[src/rv_core_pkg.sv]
`default_nettype none

package rv_core_pkg;

    // ALU operations, one per RV32I ALU function
    typedef enum logic [3:0] {
        alu_add  = 4'd0,
        alu_sub  = 4'd1,
        alu_sll  = 4'd2,
        alu_slt  = 4'd3,   // Signed compare
        alu_sltu = 4'd4,   // Unsigned compare
        alu_xor  = 4'd5,
        alu_srl  = 4'd6,
        alu_sra  = 4'd7,
        alu_or   = 4'd8,
        alu_and  = 4'd9
    } alu_op_e;

    // Edges from the sampling edge of instr to the edge that
    // sees wb_valid or illegal high
    //   decode register  N
    //   execute register N+1
    //   result register  N+2
    localparam int pipe_latency = 3;

endpackage

`default_nettype wire

[src/rv_isa_pkg.sv]
`default_nettype none

package rv_isa_pkg;

    // Data path and register index widths
    localparam int xlen       = 32;
    localparam int reg_addr_w = 5;
    localparam int opcode_w   = 7;
    localparam int funct3_w   = 3;
    localparam int funct7_w   = 7;
    localparam int imm_w      = 12;
    localparam int shamt_w    = 5;   // Shift amount in I-type shifts

    typedef logic [xlen-1:0]       xlen_t;
    typedef logic [reg_addr_w-1:0] reg_addr_t;
    typedef logic [31:0]           instr_t;

    // Field positions, lsb of each field
    localparam int opcode_lsb = 0;
    localparam int rd_lsb     = 7;
    localparam int funct3_lsb = 12;
    localparam int rs1_lsb    = 15;
    localparam int rs2_lsb    = 20;
    localparam int imm_lsb    = 20;
    localparam int funct7_lsb = 25;

    localparam logic [opcode_w-1:0] opcode_op     = 7'b0110011;  // R-type ALU
    localparam logic [opcode_w-1:0] opcode_op_imm = 7'b0010011;  // I-type ALU

    localparam logic [funct3_w-1:0] f3_add_sub = 3'b000;
    localparam logic [funct3_w-1:0] f3_sll     = 3'b001;
    localparam logic [funct3_w-1:0] f3_slt     = 3'b010;
    localparam logic [funct3_w-1:0] f3_sltu    = 3'b011;
    localparam logic [funct3_w-1:0] f3_xor     = 3'b100;
    localparam logic [funct3_w-1:0] f3_srl_sra = 3'b101;
    localparam logic [funct3_w-1:0] f3_or      = 3'b110;
    localparam logic [funct3_w-1:0] f3_and     = 3'b111;

    localparam logic [funct7_w-1:0] funct7_base = 7'b0000000;
    localparam logic [funct7_w-1:0] funct7_alt  = 7'b0100000;  // SUB and SRA/SRAI

endpackage

`default_nettype wire
[src/dec_ex_if.sv]
`timescale 1ns/1ps
`default_nettype none

// One decoded instruction, decode to execute
interface dec_ex_if;
    logic                    valid;     // Legal instruction present
    rv_isa_pkg::reg_addr_t   rd;
    rv_core_pkg::alu_op_e    alu_op;
    logic                    use_imm;   // Second operand from imm
    rv_isa_pkg::xlen_t       rs1_data;
    rv_isa_pkg::xlen_t       rs2_data;
    rv_isa_pkg::xlen_t       imm;

    modport source (
        output valid, rd, alu_op, use_imm, rs1_data, rs2_data, imm
    );

    modport sink (
        input  valid, rd, alu_op, use_imm, rs1_data, rs2_data, imm
    );
endinterface

`default_nettype wire

[src/rv_pipe_core.sv]
`timescale 1ns/1ps
`default_nettype none

module rv_pipe_core (
    input  wire logic                  clk,
    input  wire logic                  arst_n,
    input  wire logic                  instr_valid,
    input  wire rv_isa_pkg::instr_t    instr,
    output logic                       wb_valid,
    output rv_isa_pkg::reg_addr_t      wb_rd,
    output rv_isa_pkg::xlen_t          wb_data,
    output logic                       illegal
);

    dec_ex_if dx ();

    logic                  illegal_d;
    logic                  ex_valid, ex_illegal;
    rv_isa_pkg::reg_addr_t ex_rd;
    rv_isa_pkg::xlen_t     ex_data;
    logic                  wr_en;       // Write-back loop into decode
    rv_isa_pkg::reg_addr_t wr_addr;
    rv_isa_pkg::xlen_t     wr_data;

    decode_stage u_decode (
        .clk         (clk),
        .arst_n      (arst_n),
        .instr_valid (instr_valid),
        .instr       (instr),
        .wr_en       (wr_en),
        .wr_addr     (wr_addr),
        .wr_data     (wr_data),
        .dx          (dx.source),
        .illegal_d   (illegal_d)
    );

    execute_stage u_execute (
        .clk        (clk),
        .arst_n     (arst_n),
        .dx         (dx.sink),
        .illegal_d  (illegal_d),
        .ex_valid   (ex_valid),
        .ex_illegal (ex_illegal),
        .ex_rd      (ex_rd),
        .ex_data    (ex_data)
    );

    result_stage u_result (
        .clk        (clk),
        .arst_n     (arst_n),
        .ex_valid   (ex_valid),
        .ex_illegal (ex_illegal),
        .ex_rd      (ex_rd),
        .ex_data    (ex_data),
        .wb_valid   (wb_valid),
        .wb_rd      (wb_rd),
        .wb_data    (wb_data),
        .illegal    (illegal),
        .wr_en      (wr_en),
        .wr_addr    (wr_addr),
        .wr_data    (wr_data)
    );

endmodule

`default_nettype wire

[src/result_stage.sv]
`timescale 1ns/1ps
`default_nettype none

module result_stage (
    input  wire logic                  clk,
    input  wire logic                  arst_n,
    input  wire logic                  ex_valid,
    input  wire logic                  ex_illegal,
    input  wire rv_isa_pkg::reg_addr_t ex_rd,
    input  wire rv_isa_pkg::xlen_t     ex_data,
    output logic                       wb_valid,
    output rv_isa_pkg::reg_addr_t      wb_rd,
    output rv_isa_pkg::xlen_t          wb_data,
    output logic                       illegal,
    output logic                       wr_en,
    output rv_isa_pkg::reg_addr_t      wr_addr,
    output rv_isa_pkg::xlen_t          wr_data
);

    always_ff @(posedge clk or negedge arst_n)
    begin
        if (!arst_n)
        begin
            wb_valid <= 1'b0;
            illegal  <= 1'b0;
        end
        else
        begin
            wb_valid <= ex_valid;
            illegal  <= ex_illegal;
        end
    end

    always_ff @(posedge clk)
    begin
        wb_rd   <= ex_rd;
        wb_data <= ex_data;
    end

    // Bank write from the same register as the ports
    assign wr_en   = wb_valid;
    assign wr_addr = wb_rd;
    assign wr_data = wb_data;

    a_wb_not_illegal: assert property (
        @(posedge clk) disable iff (!arst_n)
        !(wb_valid && illegal)
    );

endmodule

`default_nettype wire

[src/execute_stage.sv]
`timescale 1ns/1ps
`default_nettype none

module execute_stage (
    input  wire logic           clk,
    input  wire logic           arst_n,
    dec_ex_if.sink              dx,
    input  wire logic           illegal_d,
    output logic                ex_valid,
    output logic                ex_illegal,
    output rv_isa_pkg::reg_addr_t ex_rd,
    output rv_isa_pkg::xlen_t   ex_data
);

    rv_isa_pkg::xlen_t                  op_a, op_b, alu_result;
    logic [rv_isa_pkg::shamt_w-1:0]     shamt;

    assign op_a  = dx.rs1_data;
    assign op_b  = dx.use_imm ? dx.imm : dx.rs2_data;   // ALU source mux
    assign shamt = op_b[rv_isa_pkg::shamt_w-1:0];

    always_comb
    begin
        case (dx.alu_op)
            rv_core_pkg::alu_add:  alu_result = op_a + op_b;
            rv_core_pkg::alu_sub:  alu_result = op_a - op_b;
            rv_core_pkg::alu_sll:  alu_result = op_a << shamt;
            rv_core_pkg::alu_slt:  alu_result = rv_isa_pkg::xlen_t'($signed(op_a) < $signed(op_b));
            rv_core_pkg::alu_sltu: alu_result = rv_isa_pkg::xlen_t'(op_a < op_b);
            rv_core_pkg::alu_xor:  alu_result = op_a ^ op_b;
            rv_core_pkg::alu_srl:  alu_result = op_a >> shamt;
            rv_core_pkg::alu_sra:  alu_result = rv_isa_pkg::xlen_t'($signed(op_a) >>> shamt);
            rv_core_pkg::alu_or:   alu_result = op_a | op_b;
            rv_core_pkg::alu_and:  alu_result = op_a & op_b;
            default:               alu_result = '0;   // Unused encodings
        endcase
    end

    always_ff @(posedge clk or negedge arst_n)
    begin
        if (!arst_n)
        begin
            ex_valid   <= 1'b0;
            ex_illegal <= 1'b0;
        end
        else
        begin
            ex_valid   <= dx.valid;
            ex_illegal <= illegal_d;   // Carried alongside, no ALU work
        end
    end

    always_ff @(posedge clk)
    begin
        ex_rd   <= dx.rd;
        ex_data <= alu_result;
    end

    // Decode must classify each strobe one way only
    a_valid_xor_illegal: assert property (
        @(posedge clk) disable iff (!arst_n)
        !(dx.valid && illegal_d)
    );

endmodule

`default_nettype wire

[src/decode_stage.sv]
`timescale 1ns/1ps
`default_nettype none

module decode_stage (
    input  wire logic                  clk,
    input  wire logic                  arst_n,
    input  wire logic                  instr_valid,
    input  wire rv_isa_pkg::instr_t    instr,
    input  wire logic                  wr_en,
    input  wire rv_isa_pkg::reg_addr_t wr_addr,
    input  wire rv_isa_pkg::xlen_t     wr_data,
    dec_ex_if.source                   dx,
    output logic                       illegal_d
);

    logic [rv_isa_pkg::opcode_w-1:0] opcode;
    logic [rv_isa_pkg::funct3_w-1:0] funct3;
    logic [rv_isa_pkg::funct7_w-1:0] funct7;
    logic [rv_isa_pkg::imm_w-1:0]    imm_field;
    rv_isa_pkg::reg_addr_t           rd, rs1_addr, rs2_addr;
    rv_isa_pkg::xlen_t               rs1_data, rs2_data, imm;
    rv_core_pkg::alu_op_e            alu_op;
    logic                            is_op, is_imm, f7_base, f7_alt, is_shift, legal;

    assign opcode    = instr[rv_isa_pkg::opcode_lsb +: rv_isa_pkg::opcode_w];
    assign rd        = instr[rv_isa_pkg::rd_lsb     +: rv_isa_pkg::reg_addr_w];
    assign funct3    = instr[rv_isa_pkg::funct3_lsb +: rv_isa_pkg::funct3_w];
    assign rs1_addr  = instr[rv_isa_pkg::rs1_lsb    +: rv_isa_pkg::reg_addr_w];
    assign rs2_addr  = instr[rv_isa_pkg::rs2_lsb    +: rv_isa_pkg::reg_addr_w];
    assign funct7    = instr[rv_isa_pkg::funct7_lsb +: rv_isa_pkg::funct7_w];
    assign imm_field = instr[rv_isa_pkg::imm_lsb    +: rv_isa_pkg::imm_w];

    assign is_op    = opcode == rv_isa_pkg::opcode_op;
    assign is_imm   = opcode == rv_isa_pkg::opcode_op_imm;
    assign f7_base  = funct7 == rv_isa_pkg::funct7_base;
    assign f7_alt   = funct7 == rv_isa_pkg::funct7_alt;
    assign is_shift = funct3 == rv_isa_pkg::f3_sll || funct3 == rv_isa_pkg::f3_srl_sra;

    // Shift-immediates take the shamt, others sign-extend
    assign imm = is_shift ? rv_isa_pkg::xlen_t'(imm_field[rv_isa_pkg::shamt_w-1:0])
                          : {{(rv_isa_pkg::xlen-rv_isa_pkg::imm_w){imm_field[11]}}, imm_field};

    // Merged main and ALU control
    always_comb
    begin
        alu_op = rv_core_pkg::alu_add;
        legal  = 1'b0;
        case (funct3)
            rv_isa_pkg::f3_add_sub:
            begin
                alu_op = (is_op && f7_alt) ? rv_core_pkg::alu_sub : rv_core_pkg::alu_add;
                legal  = is_imm || f7_base || f7_alt;   // ADDI has no funct7
            end
            rv_isa_pkg::f3_sll:  begin alu_op = rv_core_pkg::alu_sll;  legal = f7_base; end
            rv_isa_pkg::f3_slt:  begin alu_op = rv_core_pkg::alu_slt;  legal = is_imm || f7_base; end
            rv_isa_pkg::f3_sltu: begin alu_op = rv_core_pkg::alu_sltu; legal = is_imm || f7_base; end
            rv_isa_pkg::f3_xor:  begin alu_op = rv_core_pkg::alu_xor;  legal = is_imm || f7_base; end
            rv_isa_pkg::f3_srl_sra:
            begin
                alu_op = f7_alt ? rv_core_pkg::alu_sra : rv_core_pkg::alu_srl;
                legal  = f7_base || f7_alt;
            end
            rv_isa_pkg::f3_or:   begin alu_op = rv_core_pkg::alu_or;   legal = is_imm || f7_base; end
            default:             begin alu_op = rv_core_pkg::alu_and;  legal = is_imm || f7_base; end
        endcase
        legal = legal && (is_op || is_imm);   // Unknown opcodes
    end

    reg_file u_reg_file (
        .clk      (clk),
        .arst_n   (arst_n),
        .rs1_addr (rs1_addr),
        .rs2_addr (rs2_addr),
        .rs1_data (rs1_data),
        .rs2_data (rs2_data),
        .wr_en    (wr_en),
        .wr_addr  (wr_addr),
        .wr_data  (wr_data)
    );

    always_ff @(posedge clk or negedge arst_n)
    begin
        if (!arst_n)
        begin
            dx.valid  <= 1'b0;
            illegal_d <= 1'b0;
        end
        else
        begin
            dx.valid  <= instr_valid && legal;
            illegal_d <= instr_valid && !legal;
        end
    end

    // Payload, qualified by valid
    always_ff @(posedge clk)
    begin
        dx.rd       <= rd;
        dx.alu_op   <= alu_op;
        dx.use_imm  <= is_imm;
        dx.rs1_data <= rs1_data;
        dx.rs2_data <= rs2_data;
        dx.imm      <= imm;
    end

    a_instr_known: assert property (
        @(posedge clk) disable iff (!arst_n)
        instr_valid |-> !$isunknown(instr)
    );

endmodule

`default_nettype wire

[src/reg_file.sv]
`timescale 1ns/1ps
`default_nettype none

module reg_file (
    input  wire logic                  clk,
    input  wire logic                  arst_n,
    input  wire rv_isa_pkg::reg_addr_t rs1_addr,
    input  wire rv_isa_pkg::reg_addr_t rs2_addr,
    output rv_isa_pkg::xlen_t          rs1_data,
    output rv_isa_pkg::xlen_t          rs2_data,
    input  wire logic                  wr_en,
    input  wire rv_isa_pkg::reg_addr_t wr_addr,
    input  wire rv_isa_pkg::xlen_t     wr_data
);

    rv_isa_pkg::xlen_t regs [1:31];  // x0 has no storage

    always_ff @(posedge clk or negedge arst_n)
    begin
        if (!arst_n)
        begin
            for (int i = 1; i < 32; i++)
                regs[i] <= '0;
        end
        else if (wr_en && wr_addr != '0)
        begin
            regs[wr_addr] <= wr_data;
        end
    end

    // Reads are combinational, x0 forced to zero
    assign rs1_data = (rs1_addr == '0) ? '0 : regs[rs1_addr];
    assign rs2_data = (rs2_addr == '0) ? '0 : regs[rs2_addr];

    // Write port comes from the result stage
    a_wr_addr_known: assert property (
        @(posedge clk) disable iff (!arst_n)
        wr_en |-> !$isunknown(wr_addr)
    );

endmodule

`default_nettype wire

[config.mk]
export PLATFORM = sky130hd
export DESIGN_NAME = rv_pipe_core
export DESIGN_NICKNAME = d
export VERILOG_FILES = /design/src/rv_core_pkg.sv /design/src/rv_isa_pkg.sv /design/src/dec_ex_if.sv /design/src/rv_pipe_core.sv /design/src/result_stage.sv /design/src/execute_stage.sv /design/src/decode_stage.sv /design/src/reg_file.sv
export SDC_FILE = /design/constraint.sdc
export NUM_CORES = 2
export LEC_CHECK = 0
export ABC_AREA = 0
export BUFFER_PORTS_ARGS = -buffer_cell sky130_fd_sc_hd__buf_2
export CORE_MARGIN = 10
export CORE_UTILIZATION = 58
export DETAILED_ROUTE_END_ITERATION = 16
export HOLD_SLACK_MARGIN = 0.03
export PLACE_DENSITY = 0.78
export SLEW_MARGIN = 10
export SYNTH_ARGS = -nofsm -noshare
export SYNTH_HDL_FRONTEND = slang
export SYNTH_SLANG_ARGS = --single-unit
[constraint.sdc]
create_clock -name clk -period 4.57 [get_ports clk]
set_input_delay 0.914 -clock clk [delete_from_list [all_inputs] [get_ports clk]]
set_output_delay 0.914 -clock clk [all_outputs]
set_load 0.005 [all_outputs]
# Word level (Yosys, flattened, before mapping)
# Cells that the tools add are included.
[op_classes] n_eq_ne=18 reduce_logical=18 n_lt_le_gt_ge=6 add_sub_neg=2 shift=3 muxes=15 bitwise=6
[ops] operator="bitwise mux 992 bit" count=1
[ops] operator="binary-select mux 32 bit (select 5 bit)" count=2
[ops] operator="case mux 32 bit (10 select lines)" count=1
[ops] operator="two-way mux 32 bit" count=6
[ops] operator="demux 32 bit (select 5 bit)" count=1
[ops] operator="< comparator 32 bit" count=2
[ops] operator="adder 32 bit" count=1
[ops] operator="bitwise AND 32 bit" count=1
[ops] operator="bitwise OR 32 bit" count=1
[ops] operator="<< shifter 32 x 5 -> 32 bit" count=1
[ops] operator=">> shifter 32 x 5 -> 32 bit" count=1
[ops] operator=">>> shifter 32 x 5 -> 32 bit" count=1
[ops] operator="subtractor 32 bit" count=1
[ops] operator="bitwise XOR 32 bit" count=1
[ops] operator="case mux 4 bit (7 select lines)" count=1
[ops] operator="greater-or-equal comparator 6 bit (second input constant)" count=3
[ops] operator="NOT 5 -> 6 bit" count=3
[ops] operator="equality test 4 x 3 -> 1 bit (second input constant)" count=4
[ops] operator="equality test 7 x 6 -> 1 bit (second input constant)" count=2
[ops] operator="zero test 5 bit" count=2
[ops] operator="equality test 3 bit (second input constant)" count=3
[ops] operator="equality test 4 x 2 -> 1 bit (second input constant)" count=2
[ops] operator="equality test 4 bit (second input constant)" count=2
[ops] operator="equality test 7 x 5 -> 1 bit (second input constant)" count=1
[ops] operator="13 further kinds" count=24
[word_totals] register_bits=1158 wordCells=116 out_inout_bits=39 input_bits=35

# Longest topological paths before layout
[depth] word_depth=7 mapped_depth=18 mapped_depth_nobuf=14

# By module
# From an unflattened synthesis, not the netlist that was laid out.
[hier_totals] cells_unflattened=5407 hier_area_um2=66916.7
[by_module_without_submodules] mod="reg_file" instances=1 cells_each=3776 seq_area_each_um2=24823.8 area_per_inst_um2=53580.1
[by_module_without_submodules] mod="execute_stage" instances=1 cells_each=1410 seq_area_each_um2=790.8 area_per_inst_um2=10082.2
[by_module_without_submodules] mod="decode_stage" instances=1 cells_each=144 seq_area_each_um2=1771.7 area_per_inst_um2=2178.3
[by_module_without_submodules] mod="result_stage" instances=1 cells_each=77 seq_area_each_um2=790.8 area_per_inst_um2=1076.0

# Least setup slack after synthesis
# Ideal clock, no wire load.
[synth_timing] kind="reg2reg" from="register u_decode.dx.use_imm" to="register u_execute.ex_data[25]" stages_incl_launch_ff=19 slack_ns=0.156 period_less_slack_ns=4.414 path_buffers=7 setup_time_ns=0.129 arrival_ns=4.285 required_time_ns=4.441 cell_sequence="dfxtp_1 > buf_6 > mux2i_1 > buf_2 > buf_2 > buf_2 > buf_1 > buf_1 > ha_1 > clkbuf_1 > nor3_1 > o21ai_0 > a21oi_1 > a311oi_2 > o311ai_1 > a31oi_1 > o311a_1 > a211oi_1 > nand3_1"
[synth_between] elab_chain_cells=3 word_cells_on_any_way=10 cone_classes="add/sub (2); shift (3); mux (2); bitwise (3)"
[synth_rtl] item="start, declared" line="dec_ex_if.sv:15" source="output valid, rd, alu_op, use_imm, rs1_data, rs2_data, imm"
[synth_rtl] item="start signal, assigned" line="decode_stage.sv:100" source="dx.use_imm <= is_imm;"
[synth_rtl] item="two-way mux 32 bit (*)" line="execute_stage.sv:19" source="assign op_b = dx.use_imm ? dx.imm : dx.rs2_data;"
[synth_rtl] item="subtractor 32 bit, or another cell as far along" line="execute_stage.sv:26" source="rv_core_pkg::alu_sub: alu_result = op_a - op_b;"
[synth_rtl] item="case mux 32 bit (10 select lines) (*)" line="execute_stage.sv:24" source="case (dx.alu_op)"
[synth_rtl] item="end signal, assigned" line="execute_stage.sv:56" source="ex_data <= alu_result;"
[synth_rtl] item="end, declared" line="execute_stage.sv:12" source="output rv_isa_pkg::xlen_t ex_data"
# Every way passes the cells marked *; elsewhere a longest branch is shown, timed or not.
# A chain may end at the register's enable or synchronous reset.

# Worst setup path in the final report
[layout_timing] from="register u_decode.dx.use_imm" to="register u_execute.ex_data[22]"
# Same word-level chain as after synthesis.

==> impl_metrics.xml <==
<?xml version="1.0" encoding="UTF-8"?>
<metrics>
  <group name="status">
    <metric name="run_status" unit="">finished, final reports clean</metric>
  </group>
  <group name="synthesis">
    <metric name="synth_async_sr_flop_share" unit="%">86.2</metric>
    <metric name="synth-main-ff-cell" unit="">sky130_fd_sc_hd__dfrtp_1</metric>
    <metric name="synth_area" unit="sq um">65300</metric>
    <metric name="synth-warning-count" unit="">0</metric>
    <metric name="synth_top_area_share" unit="%">38.2</metric>
    <metric name="postSynthRegisterBits" unit="">1158</metric>
    <metric name="synthMostInstantiatedCell" unit="">sky130_fd_sc_hd__mux2_2</metric>
    <metric name="synth_area_leader_cell" unit="">sky130_fd_sc_hd__dfrtp_1</metric>
    <metric name="synth_fp_nets" unit="">4925</metric>
    <metric name="synth_enable_flop_cells" unit="">0</metric>
    <metric name="ranking_of_synthesized_cells_by_instance_count" unit="">sky130_fd_sc_hd__mux2_2, sky130_fd_sc_hd__dfrtp_1, sky130_fd_sc_hd__mux4_2</metric>
    <metric name="syn-mean-instance-area" unit="sq um">13.6</metric>
    <metric name="post_synth_inst_count" unit="">4791</metric>
    <metric name="ys_types" unit="">85</metric>
    <metric name="sequential_fraction_of_the_synthesis_area" unit="%">43.1</metric>
    <metric name="yosys-top-cells-area" unit="">sky130_fd_sc_hd__dfrtp_1, sky130_fd_sc_hd__mux4_2, sky130_fd_sc_hd__mux2_2, sky130_fd_sc_hd__dfxtp_1, sky130_fd_sc_hd__clkbuf_1</metric>
  </group>
  <group name="sta">
    <metric name="timing.final.hold_violations" unit="">0</metric>
    <metric name="final.setup_skew" unit="ps">34.1</metric>
    <metric name="finalCritPeriodShare" unit="%">92.4</metric>
    <metric name="max_slew_margin" unit="%">15.2</metric>
    <metric name="final_period_minus_worst_setup_slack" unit="ps">4220</metric>
    <metric name="worst_pin_slew" unit="ps">1270</metric>
    <metric name="finalHoldWorstSlack" unit="ps">208</metric>
    <metric name="fin_setup_tns" unit="ps">0</metric>
    <metric name="finalMaxSlewViolations" unit="">0</metric>
    <metric name="rsz_0062_raised_after_global_routing" unit="">no</metric>
    <metric name="timing.fmax" unit="MHz">237</metric>
    <metric name="setup_failing_eps_final" unit="">0</metric>
  </group>
  <group name="clock_network">
    <metric name="cts_made_buffers" unit="">118</metric>
    <metric name="path_clk_slew" unit="ps">70</metric>
    <metric name="max-clock-path-buffers" unit="">3</metric>
    <metric name="clock-sinks" unit="">1158</metric>
    <metric name="cts_root_buffer" unit="">sky130_fd_sc_hd__clkbuf_16</metric>
    <metric name="hold_buffers" unit="">0</metric>
    <metric name="cts_setup_buffers" unit="">0</metric>
    <metric name="post_cts.resized_instances" unit="">0</metric>
    <metric name="clock_insertion_delay_worst_skew" unit="ps">730</metric>
    <metric name="tritoncts" unit="">done</metric>
    <metric name="h-tree-depth" unit="">3</metric>
  </group>
  <group name="routing">
    <metric name="routed-via-count" unit="">45400</metric>
    <metric name="viasPerCell" unit="">7.21</metric>
    <metric name="wl" unit="um">207000</metric>
    <metric name="postRouteAntennaNets" unit="">0</metric>
    <metric name="iteration_count_of_the_initial_detailed_routing_pass" unit="">7</metric>
    <metric name="drtIter0Drc" unit="">5556</metric>
    <metric name="routedWlPerCell" unit="um">32.9</metric>
    <metric name="drt_drc_violations_left" unit="">0</metric>
  </group>
  <group name="critical_path">
    <metric name="cp_num_buf_inv" unit="">3</metric>
    <metric name="timing.critical_path.fanout_max" unit="">12</metric>
    <metric name="slowest_delay" unit="ps">540</metric>
    <metric name="crit_required" unit="ps">5180</metric>
    <metric name="critical_path.cell_chain" unit="">buf_4, mux2i_4, inv_6, fa_1, o21bai_1, a211oi_1, o21bai_1, a311oi_1, buf_4, o41ai_1, a211oi_1, o21bai_1, o221ai_1, a211o_1</metric>
    <metric name="startpoint_type" unit="">flop</metric>
    <metric name="critical_path_arrival" unit="ps">4830</metric>
    <metric name="path_class" unit="">flop to flop</metric>
    <metric name="critical-path-top-delay-family" unit="">compound AO/OA/AOI/OAI gates</metric>
    <metric name="cp_common_cell" unit="">sky130_fd_sc_hd__o21bai_1</metric>
    <metric name="crit_path_top_delay_cell" unit="">sky130_fd_sc_hd__o41ai_1</metric>
    <metric name="end_kind" unit="">flop</metric>
  </group>
  <group name="cells_and_area">
    <metric name="layout.nets" unit="">4827</metric>
    <metric name="finalInstanceArea" unit="sq um">72100</metric>
    <metric name="layout-drive-gt1-share" unit="%">46.5</metric>
    <metric name="filler_cell_count" unit="">7929</metric>
    <metric name="synthToLayoutAreaGrowth" unit="%">10.3</metric>
    <metric name="post-route-util" unit="%">64.3</metric>
    <metric name="instances_no_fill" unit="">6297</metric>
  </group>
  <group name="min_path">
    <metric name="min_path_type" unit="">primary input to async pin</metric>
  </group>
  <group name="power">
    <metric name="clock_power_share" unit="%">46.6</metric>
    <metric name="power_frac_comb" unit="%">6.3</metric>
    <metric name="p_switching" unit="mW">5.37</metric>
    <metric name="intPower" unit="mW">16.8</metric>
    <metric name="share_seq_of_total_power" unit="%">47.1</metric>
    <metric name="cellPowerDensity" unit="nW/um^2">308</metric>
    <metric name="power_switching_share" unit="%">24.2</metric>
    <metric name="peakVddDrop" unit="V">0.000273</metric>
    <metric name="total_leakage_power" unit="nW">32.7</metric>
  </group>
  <group name="placed_design">
    <metric name="post_dp_cell_area" unit="sq um">67900</metric>
    <metric name="final_weighted_congestion_in_routability_driven_placement" unit="">1.01</metric>
    <metric name="port_buffers" unit="">73</metric>
    <metric name="hpwl" unit="um">131000</metric>
    <metric name="placed_cells_incl_taps" unit="">6073</metric>
  </group>
  <group name="grt">
    <metric name="global_route.usage.total" unit="%">32.5</metric>
    <metric name="via_count_of_the_first_global_routing_pass" unit="">46000</metric>
    <metric name="global_route_wire_length_before_repair" unit="um">309000</metric>
    <metric name="grt_overflow" unit="">0</metric>
    <metric name="initial_antenna_violation_count" unit="">10</metric>
    <metric name="grt_start_max_net_pins" unit="">115</metric>
  </group>
  <group name="flow_run">
    <metric name="drv.max_cap_violation_count" unit="">0</metric>
  </group>
  <group name="floorplan">
    <metric name="fp.dieArea" unit="sq um">126000</metric>
    <metric name="floorplan.core_area" unit="sq um">112000</metric>
    <metric name="initial_core_util" unit="%">58.2</metric>
    <metric name="chipWidth" unit="um">356</metric>
    <metric name="core.rowCount" unit="">123</metric>
    <metric name="floorplan.die.height" unit="um">356</metric>
    <metric name="ioPinCount" unit="">74</metric>
  </group>
</metrics>
-- through the flow --
step / power (mW) / worst slack, ps
after floorplan: 11.3 / 156
after global placement: 12.0 / 513
after detailed placement: 12.0 / 467
after CTS: 22.2 / 448
after global routing: 22.8 / 81.2
final: 22.2 / 348
-- power by group through the flow --
stage | clock, mW | combinational, mW | sequential (mW)
floorplan | 0 | 0.795 | 10.5
global placement | 0 | 1.40 | 10.6
detailed placement | 0 | 1.40 | 10.6
CTS | 10.4 | 1.40 | 10.4
global route | 10.8 | 1.49 | 10.4
finish | 10.3 | 1.40 | 10.4
-- flip-flops by register name (all words and copies together) (netlist names), 4 cells and up --
| name | flops |
|---|---|
| u_decode.dx.rs1_data | 32 |
| u_decode.dx.rd | 5 |
| u_execute.ex_data | 32 |
| u_decode.dx.alu_op | 4 |
| u_decode.dx.rs2_data | 32 |
| u_execute.ex_rd | 5 |
| u_decode.dx.imm | 12 |
| u_result.wb_rd | 5 |
| u_result.wb_data | 32 |
| u_decode.u_reg_file.regs | 992 |
-- worst reg2reg max path: cells and delay by family, from the launching register on --
kind / cells / cell delay, ps
muxes: 1 / 460
adders and majority gates: 1 / 410
AOI/OAI and AO/OA: 9 / 2290
DFF: 1 / 390
buffers and inverters: 3 / 540
-- routing by layer --
layer	share of wire [%]	track usage, %	vias to the layer above
li1	-	-	18300
met2	47	51.4	2697
met1	37	42.5	23900
met3	10	7.31	573
met5	0.019	0	-
met4	5.1	15.1	6
-- final timing paths --
kind / end / slack, ps / cells after the start / from
min in group clk: u_decode.dx.rd[3]$_DFF_P_ / 310 / 1 / instr[10]
max in group asynchronous: u_decode.u_reg_file.regs[178]$_DFFE_PN0P_ / 3210 / 2 / arst_n
worst max-delay path: u_execute.ex_data[22]$_SDFF_PN0_ / 350 / 14 / u_decode.dx.use_imm$_DFF_P_
worst max register to register: u_execute.ex_data[22]$_SDFF_PN0_ / 350 / 14 / u_decode.dx.use_imm$_DFF_P_
worst min-delay path: u_decode.u_reg_file.regs[829]$_DFFE_PN0P_ / 210 / 1 / arst_n
worst min register to register: u_result.wb_rd[1]$_DFF_P_ / 330 / 0 / u_execute.ex_rd[1]$_DFF_P_
-- cell usage in the layout, fill, tap and decap left out, drive strengths merged, types with 24 or more instances in the layout --
master | netlist | layout
buf | 138 | 244
o211ai | 30 | 30
a221oi | 24 | 24
mux2 | 1117 | 1117
mux4 | 598 | 598
clkinv | 2 | 28
dfrtp | 998 | 998
a22o | 58 | 58
clkbuf | 324 | 165
a21oi | 149 | 149
nor3 | 30 | 30
a211oi | 34 | 34
inv | 91 | 97
mux2i | 94 | 94
nand2 | 197 | 197
nand3 | 30 | 30
ha | 97 | 97
o21ai | 104 | 104
nor2 | 170 | 170
dfxtp | 160 | 160
a31oi | 27 | 27
-- logic make-up after synthesis --
family          share of synthesized area, %
mux                                     41.3
flops                                   43.1
compound gates                          6.53
buf+inv                                 3.25
simple gates                            3.73
fa+ha+maj                               1.92
xor+xnor                               0.107
-- area by class of cell --
cell class / instances / area, sq um / area share [%]
clock inverters: 58 / 737 / 1.02
well taps: 1500 / 1880 / 2.60
diodes: 1 / 2.50 / 0.00347
inverters: 93 / 354 / 0.491
repair buffers: 244 / 2220 / 3.08
multi-input cells: 3078 / 35300 / 49.0
flip-flops and latches: 1158 / 28200 / 39.1
clock buffers: 165 / 3410 / 4.73
(Power assumes the default switching activity.)
